File: src/rtl/raycast_config.svh
`ifndef RAYCAST_CONFIG_SVH
`define RAYCAST_CONFIG_SVH

// ******************************
// screen and fixed-point format
// ******************************

// columns per frame
`define RC_SCREEN_WIDTH 320
// fraction bits of Q8.8
`define RC_FIX_FRAC 8
// camera_x step per column, about 2/320 in Q8.8 scaled by 256
`define RC_CAM_STEP 410

// ******************************
// buffering and flow control
// ******************************

// result buffer entries, also the sequencer's starting credits
`define RC_FIFO_DEPTH 8
// credits granted by the downstream consumer after reset
`define RC_OUT_CREDITS 4

`endif

File: src/rtl/raycast_pkg.sv
package raycast_pkg;

    // signed Q8.8 fixed point
    typedef logic signed [15:0] fix_t;

    // screen column index, 0 to 319
    typedef logic [8:0] column_t;

    // one buffered ray, 43 bits
    typedef struct packed {
        column_t column;
        fix_t    ray_dir_x;
        fix_t    ray_dir_y;
        // set when the ray points toward negative x
        logic    step_x;
        // set when the ray points toward negative y
        logic    step_y;
    } ray_result_t;

endpackage

File: src/rtl/ray_job_if.sv
`timescale 1ns/1ps

interface ray_job_if;

    // one cycle pulse per column job
    logic                valid;
    logic [8:0]          column;
    raycast_pkg::fix_t   camera_x;
    // pose copies travel with each job
    raycast_pkg::fix_t   dir_x;
    raycast_pkg::fix_t   dir_y;
    raycast_pkg::fix_t   plane_x;
    raycast_pkg::fix_t   plane_y;

    // sequencer side
    modport sender (
        output valid, column, camera_x, dir_x, dir_y, plane_x, plane_y
    );

    // direction unit side, always accepts
    modport receiver (
        input valid, column, camera_x, dir_x, dir_y, plane_x, plane_y
    );

endinterface

File: src/rtl/ray_result_if.sv
`timescale 1ns/1ps

interface ray_result_if;

    // one cycle pulse per finished ray
    logic                  valid;
    raycast_pkg::column_t  column;
    raycast_pkg::fix_t     ray_dir_x;
    raycast_pkg::fix_t     ray_dir_y;
    // sign bits of the ray direction
    logic                  step_x;
    logic                  step_y;

    // direction unit side
    modport sender (
        output valid, column, ray_dir_x, ray_dir_y, step_x, step_y
    );

    // result buffer side, space already reserved by credits
    modport receiver (
        input valid, column, ray_dir_x, ray_dir_y, step_x, step_y
    );

endinterface

File: src/rtl/column_sequencer.sv
`timescale 1ns/1ps
`include "raycast_config.svh"

module column_sequencer (
    input  logic               clk_pixel,
    input  logic               sys_rst,
    input  logic               frame_start,
    input  raycast_pkg::fix_t  dir_x,
    input  raycast_pkg::fix_t  dir_y,
    input  raycast_pkg::fix_t  plane_x,
    input  raycast_pkg::fix_t  plane_y,
    input  logic               credit_return,
    output logic               frame_busy,
    ray_job_if.sender          job
);
    import raycast_pkg::*;

    // accumulator holds column * RC_CAM_STEP
    localparam int ACC_W = $clog2(`RC_SCREEN_WIDTH * `RC_CAM_STEP);
    localparam int CRD_W = $clog2(`RC_FIFO_DEPTH + 1);
    localparam column_t LAST_COL = column_t'(`RC_SCREEN_WIDTH - 1);
    // 1.0 in Q8.8
    localparam fix_t ONE_FIX = fix_t'(1 << `RC_FIX_FRAC);

    fix_t              dir_x_q;
    fix_t              dir_y_q;
    fix_t              plane_x_q;
    fix_t              plane_y_q;
    column_t           col_q;
    logic [ACC_W-1:0]  acc_q;
    logic [CRD_W-1:0]  credit_cnt;
    logic              accept;
    logic              issue;

    // frame_start only counts while idle
    assign accept = frame_start && !frame_busy;
    // one job per cycle while a buffer slot is reserved
    assign issue  = frame_busy && (credit_cnt != '0);

    // ******************************
    // pose capture
    // ******************************
    always_ff @(posedge clk_pixel) begin
        if (accept) begin
            dir_x_q   <= dir_x;
            dir_y_q   <= dir_y;
            plane_x_q <= plane_x;
            plane_y_q <= plane_y;
        end
    end

    // ******************************
    // column walk
    // ******************************
    always_ff @(posedge clk_pixel) begin
        if (sys_rst) begin
            frame_busy <= 1'b0;
            col_q      <= '0;
            acc_q      <= '0;
        end else if (accept) begin
            frame_busy <= 1'b1;
            col_q      <= '0;
            acc_q      <= '0;
        end else if (issue) begin
            // drop busy right after the last column goes out
            if (col_q == LAST_COL) begin
                frame_busy <= 1'b0;
            end
            col_q <= col_q + 1'b1;
            acc_q <= acc_q + ACC_W'(`RC_CAM_STEP);
        end
    end

    // spend on issue, refill on each buffer read
    always_ff @(posedge clk_pixel) begin
        if (sys_rst) begin
            credit_cnt <= CRD_W'(`RC_FIFO_DEPTH);
        end else begin
            credit_cnt <= credit_cnt - CRD_W'(issue) + CRD_W'(credit_return);
        end
    end

    // camera_x = col * step / 256 - 1.0, range about -1 to +1
    assign job.valid    = issue;
    assign job.column   = col_q;
    assign job.camera_x = fix_t'(acc_q >> `RC_FIX_FRAC) - ONE_FIX;
    assign job.dir_x    = dir_x_q;
    assign job.dir_y    = dir_y_q;
    assign job.plane_x  = plane_x_q;
    assign job.plane_y  = plane_y_q;

    // buffer never hands back more slots than it owns
    a_credit_bound: assert property (@(posedge clk_pixel) disable iff (sys_rst)
        credit_cnt <= CRD_W'(`RC_FIFO_DEPTH))
        else $error("internal credit count above buffer depth");

endmodule

File: src/rtl/ray_direction_unit.sv
`timescale 1ns/1ps
`include "raycast_config.svh"

module ray_direction_unit (
    input  logic          clk_pixel,
    input  logic          sys_rst,
    ray_job_if.receiver   job,
    ray_result_if.sender  result
);
    import raycast_pkg::*;

    // full Q16.16 products
    logic signed [31:0] prod_x;
    logic signed [31:0] prod_y;

    logic     s1_valid;
    column_t  s1_column;
    fix_t     s1_dir_x;
    fix_t     s1_dir_y;
    fix_t     s1_off_x;
    fix_t     s1_off_y;
    fix_t     sum_x;
    fix_t     sum_y;

    logic     s2_valid;
    column_t  s2_column;
    fix_t     s2_ray_x;
    fix_t     s2_ray_y;
    logic     s2_step_x;
    logic     s2_step_y;

    // ******************************
    // stage 1: plane * camera_x
    // ******************************
    always_comb begin
        prod_x = 32'(job.plane_x) * 32'(job.camera_x);
        prod_y = 32'(job.plane_y) * 32'(job.camera_x);
    end

    always_ff @(posedge clk_pixel) begin
        if (sys_rst) begin
            s1_valid <= 1'b0;
        end else begin
            s1_valid <= job.valid;
        end
    end

    // back to Q8.8, keep the sign
    always_ff @(posedge clk_pixel) begin
        s1_column <= job.column;
        s1_dir_x  <= job.dir_x;
        s1_dir_y  <= job.dir_y;
        s1_off_x  <= fix_t'(prod_x >>> `RC_FIX_FRAC);
        s1_off_y  <= fix_t'(prod_y >>> `RC_FIX_FRAC);
    end

    // ******************************
    // stage 2: dir + offset, signs
    // ******************************
    // 16-bit sum, wraps on overflow
    assign sum_x = s1_dir_x + s1_off_x;
    assign sum_y = s1_dir_y + s1_off_y;

    always_ff @(posedge clk_pixel) begin
        if (sys_rst) begin
            s2_valid <= 1'b0;
        end else begin
            s2_valid <= s1_valid;
        end
    end

    always_ff @(posedge clk_pixel) begin
        s2_column <= s1_column;
        s2_ray_x  <= sum_x;
        s2_ray_y  <= sum_y;
        // negative direction steps toward -1
        s2_step_x <= sum_x[15];
        s2_step_y <= sum_y[15];
    end

    assign result.valid     = s2_valid;
    assign result.column    = s2_column;
    assign result.ray_dir_x = s2_ray_x;
    assign result.ray_dir_y = s2_ray_y;
    assign result.step_x    = s2_step_x;
    assign result.step_y    = s2_step_y;

endmodule

File: src/rtl/ray_result_fifo.sv
`timescale 1ns/1ps
`include "raycast_config.svh"

module ray_result_fifo (
    input  logic                  clk_pixel,
    input  logic                  sys_rst,
    ray_result_if.receiver        result,
    output logic                  credit_return,
    input  logic                  out_credit,
    output logic                  out_valid,
    output raycast_pkg::column_t  out_column,
    output raycast_pkg::fix_t     out_ray_dir_x,
    output raycast_pkg::fix_t     out_ray_dir_y,
    output logic                  out_step_x,
    output logic                  out_step_y
);
    import raycast_pkg::*;

    localparam int DEPTH = `RC_FIFO_DEPTH;
    localparam int PTR_W = $clog2(DEPTH);
    localparam int CNT_W = $clog2(DEPTH + 1);
    localparam int OCR_W = $clog2(`RC_OUT_CREDITS + 1);

    ray_result_t       mem [DEPTH];
    ray_result_t       wr_entry;
    ray_result_t       rd_entry;
    logic [PTR_W-1:0]  wr_ptr;
    logic [PTR_W-1:0]  rd_ptr;
    logic [CNT_W-1:0]  count;
    logic [OCR_W-1:0]  out_cred;
    logic              send;

    // pack the incoming ray
    always_comb begin
        wr_entry.column    = result.column;
        wr_entry.ray_dir_x = result.ray_dir_x;
        wr_entry.ray_dir_y = result.ray_dir_y;
        wr_entry.step_x    = result.step_x;
        wr_entry.step_y    = result.step_y;
    end

    assign rd_entry = mem[rd_ptr];
    // need an entry and a downstream credit
    assign send = (count != '0) && (out_cred != '0);

    // ******************************
    // storage
    // ******************************
    always_ff @(posedge clk_pixel) begin
        if (result.valid) begin
            mem[wr_ptr] <= wr_entry;
        end
    end

    // pointers wrap by themselves, depth is a power of two
    always_ff @(posedge clk_pixel) begin
        if (sys_rst) begin
            wr_ptr <= '0;
            rd_ptr <= '0;
            count  <= '0;
        end else begin
            if (result.valid) begin
                wr_ptr <= wr_ptr + 1'b1;
            end
            if (send) begin
                rd_ptr <= rd_ptr + 1'b1;
            end
            count <= count + CNT_W'(result.valid) - CNT_W'(send);
        end
    end

    // ******************************
    // output side, credit flow
    // ******************************
    always_ff @(posedge clk_pixel) begin
        if (sys_rst) begin
            out_cred      <= OCR_W'(`RC_OUT_CREDITS);
            out_valid     <= 1'b0;
            credit_return <= 1'b0;
        end else begin
            out_cred      <= out_cred - OCR_W'(send) + OCR_W'(out_credit);
            out_valid     <= send;
            // freed slot goes back to the sequencer
            credit_return <= send;
        end
    end

    always_ff @(posedge clk_pixel) begin
        if (send) begin
            out_column    <= rd_entry.column;
            out_ray_dir_x <= rd_entry.ray_dir_x;
            out_ray_dir_y <= rd_entry.ray_dir_y;
            out_step_x    <= rd_entry.step_x;
            out_step_y    <= rd_entry.step_y;
        end
    end

    // sequencer credits keep the buffer from overflowing
    a_no_write_full: assert property (@(posedge clk_pixel) disable iff (sys_rst)
        result.valid |-> (count < CNT_W'(DEPTH)))
        else $error("result written into a full buffer");

    // consumer returns at most what it was sent
    a_out_credit_bound: assert property (@(posedge clk_pixel) disable iff (sys_rst)
        out_cred <= OCR_W'(`RC_OUT_CREDITS))
        else $error("output credits above initial grant");

endmodule

File: src/rtl/raycast_front_top.sv
`timescale 1ns/1ps

module raycast_front_top (
    input  logic                  clk_pixel,
    input  logic                  sys_rst,
    input  logic                  frame_start,
    input  raycast_pkg::fix_t     dir_x,
    input  raycast_pkg::fix_t     dir_y,
    input  raycast_pkg::fix_t     plane_x,
    input  raycast_pkg::fix_t     plane_y,
    input  logic                  out_credit,
    output logic                  frame_busy,
    output logic                  out_valid,
    output raycast_pkg::column_t  out_column,
    output raycast_pkg::fix_t     out_ray_dir_x,
    output raycast_pkg::fix_t     out_ray_dir_y,
    output logic                  out_step_x,
    output logic                  out_step_y
);
    import raycast_pkg::*;

    // slot freed in the result buffer
    logic credit_return;

    // sequencer to direction unit
    ray_job_if    job_bus ();
    // direction unit to buffer
    ray_result_if result_bus ();

    // ******************************
    // column jobs
    // ******************************
    column_sequencer u_sequencer (
        .clk_pixel     (clk_pixel),
        .sys_rst       (sys_rst),
        .frame_start   (frame_start),
        .dir_x         (dir_x),
        .dir_y         (dir_y),
        .plane_x       (plane_x),
        .plane_y       (plane_y),
        .credit_return (credit_return),
        .frame_busy    (frame_busy),
        .job           (job_bus.sender)
    );

    // two-cycle ray direction pipe
    ray_direction_unit u_direction (
        .clk_pixel (clk_pixel),
        .sys_rst   (sys_rst),
        .job       (job_bus.receiver),
        .result    (result_bus.sender)
    );

    // ******************************
    // buffered output
    // ******************************
    ray_result_fifo u_result_fifo (
        .clk_pixel     (clk_pixel),
        .sys_rst       (sys_rst),
        .result        (result_bus.receiver),
        .credit_return (credit_return),
        .out_credit    (out_credit),
        .out_valid     (out_valid),
        .out_column    (out_column),
        .out_ray_dir_x (out_ray_dir_x),
        .out_ray_dir_y (out_ray_dir_y),
        .out_step_x    (out_step_x),
        .out_step_y    (out_step_y)
    );

endmodule

File: config.mk
export PLATFORM = sky130hd
export DESIGN_NAME = raycast_front_top
export DESIGN_NICKNAME = d
export VERILOG_FILES = /design/src/rtl/raycast_pkg.sv /design/src/rtl/ray_job_if.sv /design/src/rtl/ray_result_if.sv /design/src/rtl/column_sequencer.sv /design/src/rtl/ray_direction_unit.sv /design/src/rtl/ray_result_fifo.sv /design/src/rtl/raycast_front_top.sv
export VERILOG_INCLUDE_DIRS = /design/src /design/src/rtl
export SDC_FILE = /design/constraint.sdc
export NUM_CORES = 1
export LEC_CHECK = 0
export BUFFER_PORTS_ARGS = -buffer_cell sky130_fd_sc_hd__buf_2
export CAP_MARGIN = 25
export CORE_UTILIZATION = 50
export CTS_BUF_LIST = sky130_fd_sc_hd__clkbuf_2 sky130_fd_sc_hd__clkbuf_4 sky130_fd_sc_hd__clkbuf_8
export DETAILED_ROUTE_END_ITERATION = 12
export PLACE_DENSITY = 0.73
export SLEW_MARGIN = 20
export SYNTH_ARGS = -nofsm -noshare
export SYNTH_HDL_FRONTEND = slang
export SYNTH_SLANG_ARGS = --single-unit
File: constraint.sdc
create_clock -name clk_pixel -period 5.53 [get_ports clk_pixel]
set_input_delay 0.2765 -clock clk_pixel [delete_from_list [all_inputs] [get_ports clk_pixel]]
set_output_delay 0.2765 -clock clk_pixel [all_outputs]
set_load 0.05 [all_outputs]
; Word level (Yosys, flattened, before mapping)
; Memories as Yosys holds them, arrays and structs flattened. A register that Yosys moved wholly into a read port is not among the register bits.
; Cells that the tools add are included.
[op_classes]
n_bitwise = 0
n_shift = 0
mul = 2
n_addsub = 13
order_cmp = 0
n_div = 0
n_reduce_logical = 11
n_mux = 5
eq_ne = 1
[op_table]
columns = operator, n
row1 = $mul A16 B11 Y24, 2
row2 = $add A16 B16 Y16, 2
row3 = $add A18 B9 Y18 const B, 1
row4 = $sub A10 B9 Y11 const B, 1
row5 = $add A9 B1 Y9 const B, 1
row6 = $eq A9 B9 Y1 const B, 1
row7 = $add A4 B1 Y4, 2
row8 = $reduce_bool A4 Y1, 2
row9 = $sub A4 B1 Y4, 2
row10 = $add A3 B1 Y3 const B, 2
row11 = $mux W1, 5
row12 = $reduce_bool A2 Y1, 2
row13 = $add A3 B1 Y3, 1
row14 = $logic_and A1 B1 Y1, 3
row15 = $reduce_bool A3 Y1, 1
row16 = $sub A3 B1 Y3, 1
row17 = $reduce_and A2 Y1, 1
row18 = $reduce_or A2 Y1, 1
row19 = $logic_not A1 Y1, 1
[totals]
latch_bits = 0
ramBits = 344
memories = 1
out_inout_bits = 45
input_bits = 68
romBits = 0
register_bits = 228
word_cells = 58
[mem_list]
columns = name, words, width, read_ports, rd_clocked_by_memory_dff, write_ports, line
row1 = u_result_fifo.mem, 8, 43, 1, 1, 1, ray_result_fifo.sv:24  ; ray_result_t mem [DEPTH];

; Logic depth before layout (Yosys ltp)
; Gate-level depths: netlist of run 1.
[logic_depth]
depth_word = 4
ltp_mapped = 25
ltp_nobuf = 22

; Cells and area by module
; Synthesis of run 1 repeated with hierarchy kept, for this count alone.
[hier_totals]
hier_cells = 2985
area_unflattened_um2 = 37086.8
[modules_own_cells]
columns = module, seq_area_each_um2, area_per_inst_um2, n_inst, cells_per_inst
row1 = ray_direction_unit, 2322.2, 18584.1, 1, 2016
row2 = ray_result_fifo, 11901.4, 14974.4, 1, 717
row3 = column_sequencer, 2542.4, 3528.4, 1, 252

; Worst setup path after synthesis of run 1
; No wires, ideal clock.
[synth_path]
path_type = register -> register
start = reg u_sequencer.acc_q[16]
end = reg u_direction.s1_off_y[13]
arrival_ns = 5.807
synth_period_minus_slack_ns = 5.930
setup_ns = 0.123
path_slack_ns = -0.400
t_required_ns = 5.407
stages_incl_launch_ff = 25
n_path_buf = 3
path_cell_list = dfxtp_1 -> clkbuf_1 -> clkinv_1 -> ha_1 -> clkbuf_1 -> clkbuf_1 -> nand2b_1 -> fa_1 -> fa_1 -> inv_1 -> fa_1 -> fa_1 -> inv_1 -> fa_1 -> inv_1 -> ha_1 -> a21o_1 -> a21oi_1 -> o21ai_0 -> a31oi_1 -> a21oi_1 -> nand4_1 -> and3b_1 -> o21bai_1 -> xor2_1
[synth_between]
elab_chain_len = 2
[synth_rtl]
columns = element, line
row1 = "start, declared", column_sequencer.sv:30  ; logic [ACC_W-1:0] acc_q;
row2 = "start signal, assigned", column_sequencer.sv:70  ; acc_q <= acc_q + ACC_W'(`RC_CAM_STEP);
row3 = $sub A10 B9 Y11, column_sequencer.sv:86  ; assign job.camera_x = fix_t'(acc_q >> `RC_FIX_FRAC) - ONE_FIX;
row4 = $mul A16 B11 Y24, ray_direction_unit.sv:37  ; prod_y = 32'(job.plane_y) * 32'(job.camera_x);
row5 = via u_direction.prod_y[21], ray_direction_unit.sv:14  ; logic signed [31:0] prod_y;
row6 = "end signal, assigned", ray_direction_unit.sv:54  ; s1_off_y <= fix_t'(prod_y >>> `RC_FIX_FRAC);
row7 = "end, declared", ray_direction_unit.sv:21  ; fix_t s1_off_y;
; The timed path passes the listed nets, and every way through them passes these cells.
; A chain may end at the register's enable or synchronous reset.

; Worst setup path after layout of run 1
[layout_path]
start = reg u_sequencer.acc_q[16]
end = reg u_direction.s1_off_x[13]
[layout_between]
elab_chain_len = 2
[layout_rtl]
columns = element, line
row1 = $sub A10 B9 Y11, column_sequencer.sv:86
row2 = $mul A16 B11 Y24, ray_direction_unit.sv:36  ; prod_x = 32'(job.plane_x) * 32'(job.camera_x);
row3 = via u_direction.prod_x[21], ray_direction_unit.sv:13  ; logic signed [31:0] prod_x;
row4 = "end signal, assigned", ray_direction_unit.sv:53  ; s1_off_x <= fix_t'(prod_x >>> `RC_FIX_FRAC);
row5 = "end, declared", ray_direction_unit.sv:20  ; fix_t s1_off_x;
; The timed path passes the listed nets, and every way through them passes these cells.

==> results.yml, run 1 <==
final_layout:
  syn2layout_area_growth_pct: 13.95
  multi_input_area_um2: 14730
  layout_commonest_cell: "edfxtp_1"
  final_cell_mix: "edfxtp_1 (433), inv_1 (408), fa_1 (291)"
  ff_latch_area_um2: 16230
  fill_cells: 5028
  drive_above_1_share_pct: 17.67
  layout.nets: 3193
flow_run:
  drv_cap: 0
pwr:
  power_leakage_nw: 15.06
  p_total_mw: 14.66
  pwr-share-comb_pct: 31.5
  netSwitchingPower_mw: 4.859
  cellPowerDensity_nw_per_um2: 392.8
  peakVddDrop_uv: 241.2
  seq_power_share_pct: 42.2
  internal_power_mw: 9.805
  clkPwrFrac_pct: 26.2
  swShare_pct: 33.13
floorplan:
  design.die.area_um2: 66550
  start_util_pct: 50.73
  io_pins: 113
  die_y_um: 258.0
  coreArea_um2: 64580
  die_w_um: 258.0
  rows: 93
synthesis:
  yosysSeqAreaShare_pct: 49.52
  synth_xor_area_share_pct: 2.860
  synthCells: 2453
  syn_nets: 2961
  synth-main-ff-cell: "edfxtp_1"
  synthMuxAreaShare_pct: 7.107
  synth_cell_types: 63
  synth_top_area_share_pct: 39.69
  synth_edf_count: 433
  synth_fa_ha_area_share_pct: 23.47
  async_flop_share_pct: 0
  synth_top_family_by_area: "adder cells"
  synth_area_leader_cell: "edfxtp_1"
  synth-simple-area-share_pct: 8.803
  synth_area_leaders: "edfxtp_1 (40%), fa_1 (18%), dfxtp_1 (9.8%), ha_1 (5.7%), mux4_2 (5.6%)"
  syn_area_per_cell_um2: 13.36
  synth_compound_area_share_pct: 2.387
  ys_ff_latch: 594
  ys_warn_count: 0
  synth_area_um2: 32760
timing:
  max_freq_mhz: 190.7
  max_slew_margin_pct: 39.32
  finalHoldViolCount: 0
  fin_crit_ns: 5.244
  finalSetupViolCount: 0
  post-route-period-util_pct: 94.83
  finClkSkew_ns: 0.03580
  tightest_slew_ns: 0.9052
  rsz0062_at_grt: "no"
  maxSlewViolCount: 0
  finalSetupTns_ns: 0
placed_design:
  io_buffers: 112
  gp_congestion: 0.8545
  hpwl_mm: 45.07
clock_tree:
  cts-root-buf: "clkbuf_8"
  htree_levels: 3
  clock_path_buffers: 3
  cts.clk_slew.worst_paths_ns: 0.06
  cts_num_sinks: 594
  tritoncts: "built"
  clk_latency_ns: 0.68
  numCtsBuffers: 90
routing:
  drt-total-wl_mm: 64.45
  drc: 0
  dr.pass1.iters: 5
  vias: 18590
  wl_met2_mm: 31.64
  drtIter0Drc: 944
  met1Wirelength_mm: 27.84
  wl_per_cell_um: 17.82
  ant_nets: 0
  vias_per_cell: 5.139
  wl_met3_mm: 3.398
  dr.max_layer_used: "met4"
worst_setup_path:
  crit_fanout: 14
  startpoint_type: "flop"
  r2r_start: "u_sequencer.acc_q[16]$_SDFFE_PP0P_"
  required_ns: 6.06
  critPathCaptureType: "flop"
  r2r-end: "u_direction.s1_off_x[13]$_DFF_P_"
  endpoint: "u_direction.s1_off_x[13]$_DFF_P_"
  startpoint: "u_sequencer.acc_q[16]$_SDFFE_PP0P_"
  cp_data_arrival_time_ns: 5.77
  reg2reg_slack_ns: 0.29
  reg2regPathDepth: 20
  worstSetupPathType: "flop to flop"
global_route:
  grt_max_degree: 51
  globalRouteOverflowTotal: 0
  grt_pass1_wl_mm: 105.5
  antenna_found_initial: 3
  grtUsageTotal_pct: 20.26
  grt_pass1_vias: 20420
min_path:
  hold_class: "input port to flop"
  whs_path_depth: 2
run_status:
  status: "completed"
## per-stage QoR
| stage | util, % | setup WS [ns] | hold WS (ns) | std cells | cell area (µm²) |
|---|---|---|---|---|---|
| 6_report | 57.81 | 0.2862 | 0.3052 | 3617 | 37330 |
| 5_1_grt | 57.81 | 0.01489 | 0.2656 | 3617 | 37330 |
| 4_1_cts | 57.61 | 0.05404 | 0.2371 | 3611 | 37210 |
| 3_5_place_dp | 53.49 | 0.1108 | 0.3121 | 3375 | 34540 |
| 3_3_place_gp | 53.46 | 0.2199 | 0.3126 | 3374 | 34520 |
| 2_1_floorplan | - | 0.005047 | 0.3096 | 2453 | 32780 |
## registers in the layout (all words and copies together), names as in the netlist, 3 cells and up
signal,count
u_direction.result.column,9
u_direction.result.ray_dir_x,16
u_direction.result.ray_dir_y,16
u_direction.s1_column,9
u_direction.s1_dir_x,16
u_direction.s1_dir_y,16
u_direction.s1_off_x,16
u_direction.s1_off_y,16
u_result_fifo.count,4
u_result_fifo.mem,328
u_result_fifo.out_column,9
u_result_fifo.out_cred,3
u_result_fifo.out_ray_dir_x,16
u_result_fifo.out_ray_dir_y,16
u_result_fifo.rd_ptr,3
u_result_fifo.wr_ptr,3
u_sequencer.acc_q,17
u_sequencer.credit_cnt,4
u_sequencer.job.column,9
u_sequencer.job.dir_x,16
u_sequencer.job.dir_y,16
u_sequencer.job.plane_x,16
u_sequencer.job.plane_y,16
## Yosys cell counts (4+ instances only)
cell type    n
edfxtp_1   433
inv_1      408
fa_1       291
nand2_1    178
dfxtp_1    161
ha_1       149
and2_1     123
nor2_1      92
clkbuf_1    84
nor2b_1     84
mux4_2      82
xnor2_1     76
mux2_2      41
a21oi_1     33
xor2_1      31
nand2b_1    24
o21ai_0     22
nand3_1     20
nor3_1      17
a21o_1      10
and3_1       8
buf_2        7
or3_1        7
nand4_1      6
a211oi_1     4
buf_1        4
## critical path, cell delays in order (launching register included)
cell and delay, ns:
dfxtp_1 0.37, clkinv_2 0.10, ha_4 0.29, buf_12 0.16, nand2b_1 0.15, fa_1 0.47, fa_1 0.50, inv_1 0.05
fa_1 0.45, fa_1 0.49, inv_1 0.05, fa_1 0.47, inv_1 0.04, ha_1 0.30, nand3_1 0.10, o21ai_2 0.09
o41ai_4 0.36, o211ai_2 0.17, a31oi_4 0.22, o21ai_1 0.12, xor2_1 0.16
## layer usage
metal	track usage (%)	vias up
met5	0	-
met4	6.854	0
met3	2.964	109
met2	34.44	510
met1	26.72	9428
li1	-	8539
## area by class of cell
type	instances	share of cell area [%]
timing repair buffer	237	4.759
sequential	594	43.48
clock inverter	29	0.7507
tap	855	2.865
inverter	409	4.115
multi-input combinational	1353	39.47
antenna	1	0.006703
clock buffer	139	4.554
## worst min-delay path by stage
stage | from | endpoint | slack (ns)
5_1_grt | plane_y[12] | u_sequencer.job.plane_y[12]$_DFFE_PP_ | 0.27
3_3_place_gp | u_direction.s1_column[8]$_DFF_P_ | u_direction.result.column[8]$_DFF_P_ | 0.31
2_1_floorplan | u_direction.s1_column[0]$_DFF_P_ | u_direction.result.column[0]$_DFF_P_ | 0.31
4_1_cts | plane_y[12] | u_sequencer.job.plane_y[12]$_DFFE_PP_ | 0.24
3_5_place_dp | u_direction.s1_column[0]$_DFF_P_ | u_direction.result.column[0]$_DFF_P_ | 0.31
6_report | plane_y[8] | u_sequencer.job.plane_y[8]$_DFFE_PP_ | 0.31
## kinds of logic after synthesis
kind of cell | after synthesis
compound gates | 108
xor+xnor | 107
fa+ha+maj | 440
buf+inv | 506
flops | 594
mux | 125
simple gates | 573
## power groups by stage
stage          clock, mW  sequential (mW)  combinational (mW)
2_1_floorplan          0             6.64                3.00
6_report            3.84             6.19                4.63
3_3_place_gp           0             6.31                4.36
5_1_grt             4.14             6.28                5.10
4_1_cts             3.95             6.26                4.58
3_5_place_dp           0             6.35                4.50
## repair_timing
item | CTS | global route
buffers inserted | 0 | 2
setup endpoints to repair | 0 | 12
gates resized for setup | 0 | 13
hold endpoints to repair | 81 | 0
hold buffers | 68 | 0
Power figures use the tool's default switching activity.
==> run 2: changes to the inputs <==
Settings changed: ABC_AREA set to 1, REMOVE_ABC_BUFFERS set to 1.
==> run 2 against run 1 <==
- first-iteration DRC count rose by 48%
- via count rose by 25%
- maximum frequency grew 2.0%
- clock skew fell by 0.0099 ns
- core utilization shrank 1.0 points
- synthesized cell count is 41% higher
- final cell count rose by 26%
- final area up 2.9%
==> results.yml, run 2 <==
run_status:
  status: "completed"
final_layout:
  fin_util_pct: 56.81
  fill_cells: 5618
  multi_input_area_um2: 15120
  syn2layout_area_growth_pct: 11.65
  drive_above_1_share_pct: 9.405
  layout.nets: 4131
  top_register: "u_result_fifo.mem"
  final_cell_mix: "inv_1 (636), nand2_1 (551), nor2_1 (448)"
  largestRegisters: "u_result_fifo.mem x328, u_sequencer.acc_q x17"
  layout_commonest_cell: "inv_1"
  ff_latch_area_um2: 16230
  largest_register_ffs: 328
routing:
  ant_nets: 0
  vias_per_cell: 5.087
  vias: 23270
  drc: 0
  drtIter0Drc: 1393
  wl_per_cell_um: 15.82
  drt-total-wl_mm: 72.37
  dr.pass1.iters: 5
clock_tree:
  numCtsBuffers: 94
  cts.clk_slew.worst_paths_ns: 0.07
  cts-root-buf: "clkbuf_8"
  htree_levels: 3
  clock_path_buffers: 3
  clk_latency_ns: 0.69
  post_cts_buffers: 0
  cts_num_sinks: 594
  tritoncts: "built"
timing:
  fin_crit_ns: 5.141
  finalSetupTns_ns: 0
  finalSetupViolCount: 0
  post-route-period-util_pct: 92.96
  max_slew_margin_pct: 35.93
  finClkSkew_ns: 0.02590
  finalHoldViolCount: 0
  tightest_slew_ns: 0.9611
  rsz0062_at_grt: "no"
  maxSlewViolCount: 0
  max_freq_mhz: 194.5
synthesis:
  ys_ff_latch: 594
  ys_warn_count: 0
  synth_common_cells: "inv_1 (639), nand2_1 (551), nor2_1 (456), edfxtp_1 (433), fa_1 (291)"
  synth-main-ff-cell: "edfxtp_1"
  syn_area_per_cell_um2: 9.984
  synthCells: 3447
  synth_most_common_cell: "inv_1"
  synth_area_um2: 34420
  async_flop_share_pct: 0
  synth_area_leaders: "edfxtp_1 (38%), fa_1 (17%), dfxtp_1 (9.4%), inv_1 (7.0%), nand2_1 (6.0%)"
  synth_edf_count: 433
  synth_top_area_share_pct: 37.78
  yosysSeqAreaShare_pct: 47.15
  synth_cell_types: 47
  synth_area_leader_cell: "edfxtp_1"
global_route:
  grt_pass1_vias: 23410
  grtUsageTotal_pct: 21.28
  grt_pass1_wl_mm: 118.5
  antenna_found_initial: 1
  grt_max_degree: 93
  globalRouteOverflowTotal: 0
placed_design:
  io_buffers: 112
  hpwl_mm: 48.69
  gp_congestion: 0.9065
floorplan:
  rows: 95
  start_util_pct: 50.89
  design.die.area_um2: 69880
  die_w_um: 264.4
  die_y_um: 264.4
  coreArea_um2: 67630
  io_pins: 113
worst_setup_path:
  required_ns: 6.09
  startpoint_type: "flop"
  critPathCaptureType: "flop"
  reg2regPathDepth: 20
  crit_fanout: 13
  cp_data_arrival_time_ns: 5.70
  worstSetupPathType: "flop to flop"
pwr:
  power_leakage_nw: 17.24
  cellPowerDensity_nw_per_um2: 399.1
  peakVddDrop_uv: 255.3
min_path:
  whs_path_depth: 2
  hold_class: "input port to flop"
flow_run:
  drv_cap: 0
run 2: worst paths after layout:
| check | start | endpoint | slack [ns] |
|---|---|---|---|
| worst max-delay path | u_sequencer.acc_q[16]$_SDFFE_PP0P_ | u_direction.s1_off_x[12]$_DFF_P_ | 0.39 |
| worst min-delay path | plane_y[0] | u_sequencer.job.plane_y[0]$_DFFE_PP_ | 0.30 |
| worst max register to register | u_sequencer.acc_q[16]$_SDFFE_PP0P_ | u_direction.s1_off_x[12]$_DFF_P_ | 0.39 |
| worst min register to register | u_direction.s1_column[4]$_DFF_P_ | u_direction.result.column[4]$_DFF_P_ | 0.33 |
run 2: repair_timing:
action / CTS / global route
hold endpoints to repair: 77 / 0
gates resized for setup: 0 / 0
hold buffers: 69 / 0
run 2: where the power goes:
part           switching (mW)  internal (mW)  leakage, nW
sequential              0.505           5.72         5.28
combinational            3.54           1.69         10.9
clock                    1.73           2.15         1.05
run 2: final cells by class:
type / instances / area share [%]
Antenna cell: 1 / 0.006513
Clock buffer: 144 / 4.523
Clock inverter: 29 / 0.6057
Inverter: 649 / 6.359
Multi-Input combinational cell: 2065 / 39.36
Sequential cell: 594 / 42.24
Tap cell: 873 / 2.843
Timing Repair Buffer: 219 / 4.064
run 2: worst max-delay path, stage by stage, from the launching register on:
cell and delay (ns):
dfxtp_1 0.40, inv_6 0.09, ha_1 0.38, buf_4 0.20, nor2_1 0.16, fa_1 0.45, fa_1 0.51, fa_1 0.44
fa_1 0.49, inv_1 0.05, fa_1 0.47, inv_1 0.04, ha_1 0.33, a21oi_1 0.26, o21ai_0 0.16, a21oi_1 0.14
nand2_1 0.14, nand2_1 0.14, nand2_1 0.07, nand2_1 0.05, nand2_1 0.05
run 2: cells by family after synthesis:
family / count (synthesis) / synth area share [%]
compound gates: 436 / 6.904
flops: 594 / 47.15
simple gates: 1129 / 12.99
xor+xnor: 60 / 1.527
fa+ha+maj: 440 / 22.34
buf+inv: 788 / 9.085
run 2: metal layers:
| layer | GRT usage [%] | share of wire, % |
|---|---|---|
| met3 | 3.549 | 6.3 |
| met5 | 0 | 0 |
| met4 | 5.704 | 1.8 |
| met1 | 27.95 | 43 |
| met2 | 36.51 | 49 |
run 2: metrics by stage:
| stage | total power, mW | hold WS (ns) | area [µm²] | std cells | setup WS [ns] |
|---|---|---|---|---|---|
| 2_1_floorplan | 9.958 | 0.3096 | 33730 | 3308 | -0.05442 |
| 5_1_grt | 16.33 | 0.2701 | 38420 | 4574 | 0.1434 |
| 3_3_place_gp | 11.40 | 0.3116 | 35740 | 4330 | 0.4860 |
| 3_5_place_dp | 11.49 | 0.3128 | 35760 | 4331 | 0.4456 |
| 6_report | 15.34 | 0.2986 | 38420 | 4574 | 0.3892 |
| 4_1_cts | 15.44 | 0.2312 | 38420 | 4573 | 0.4182 |
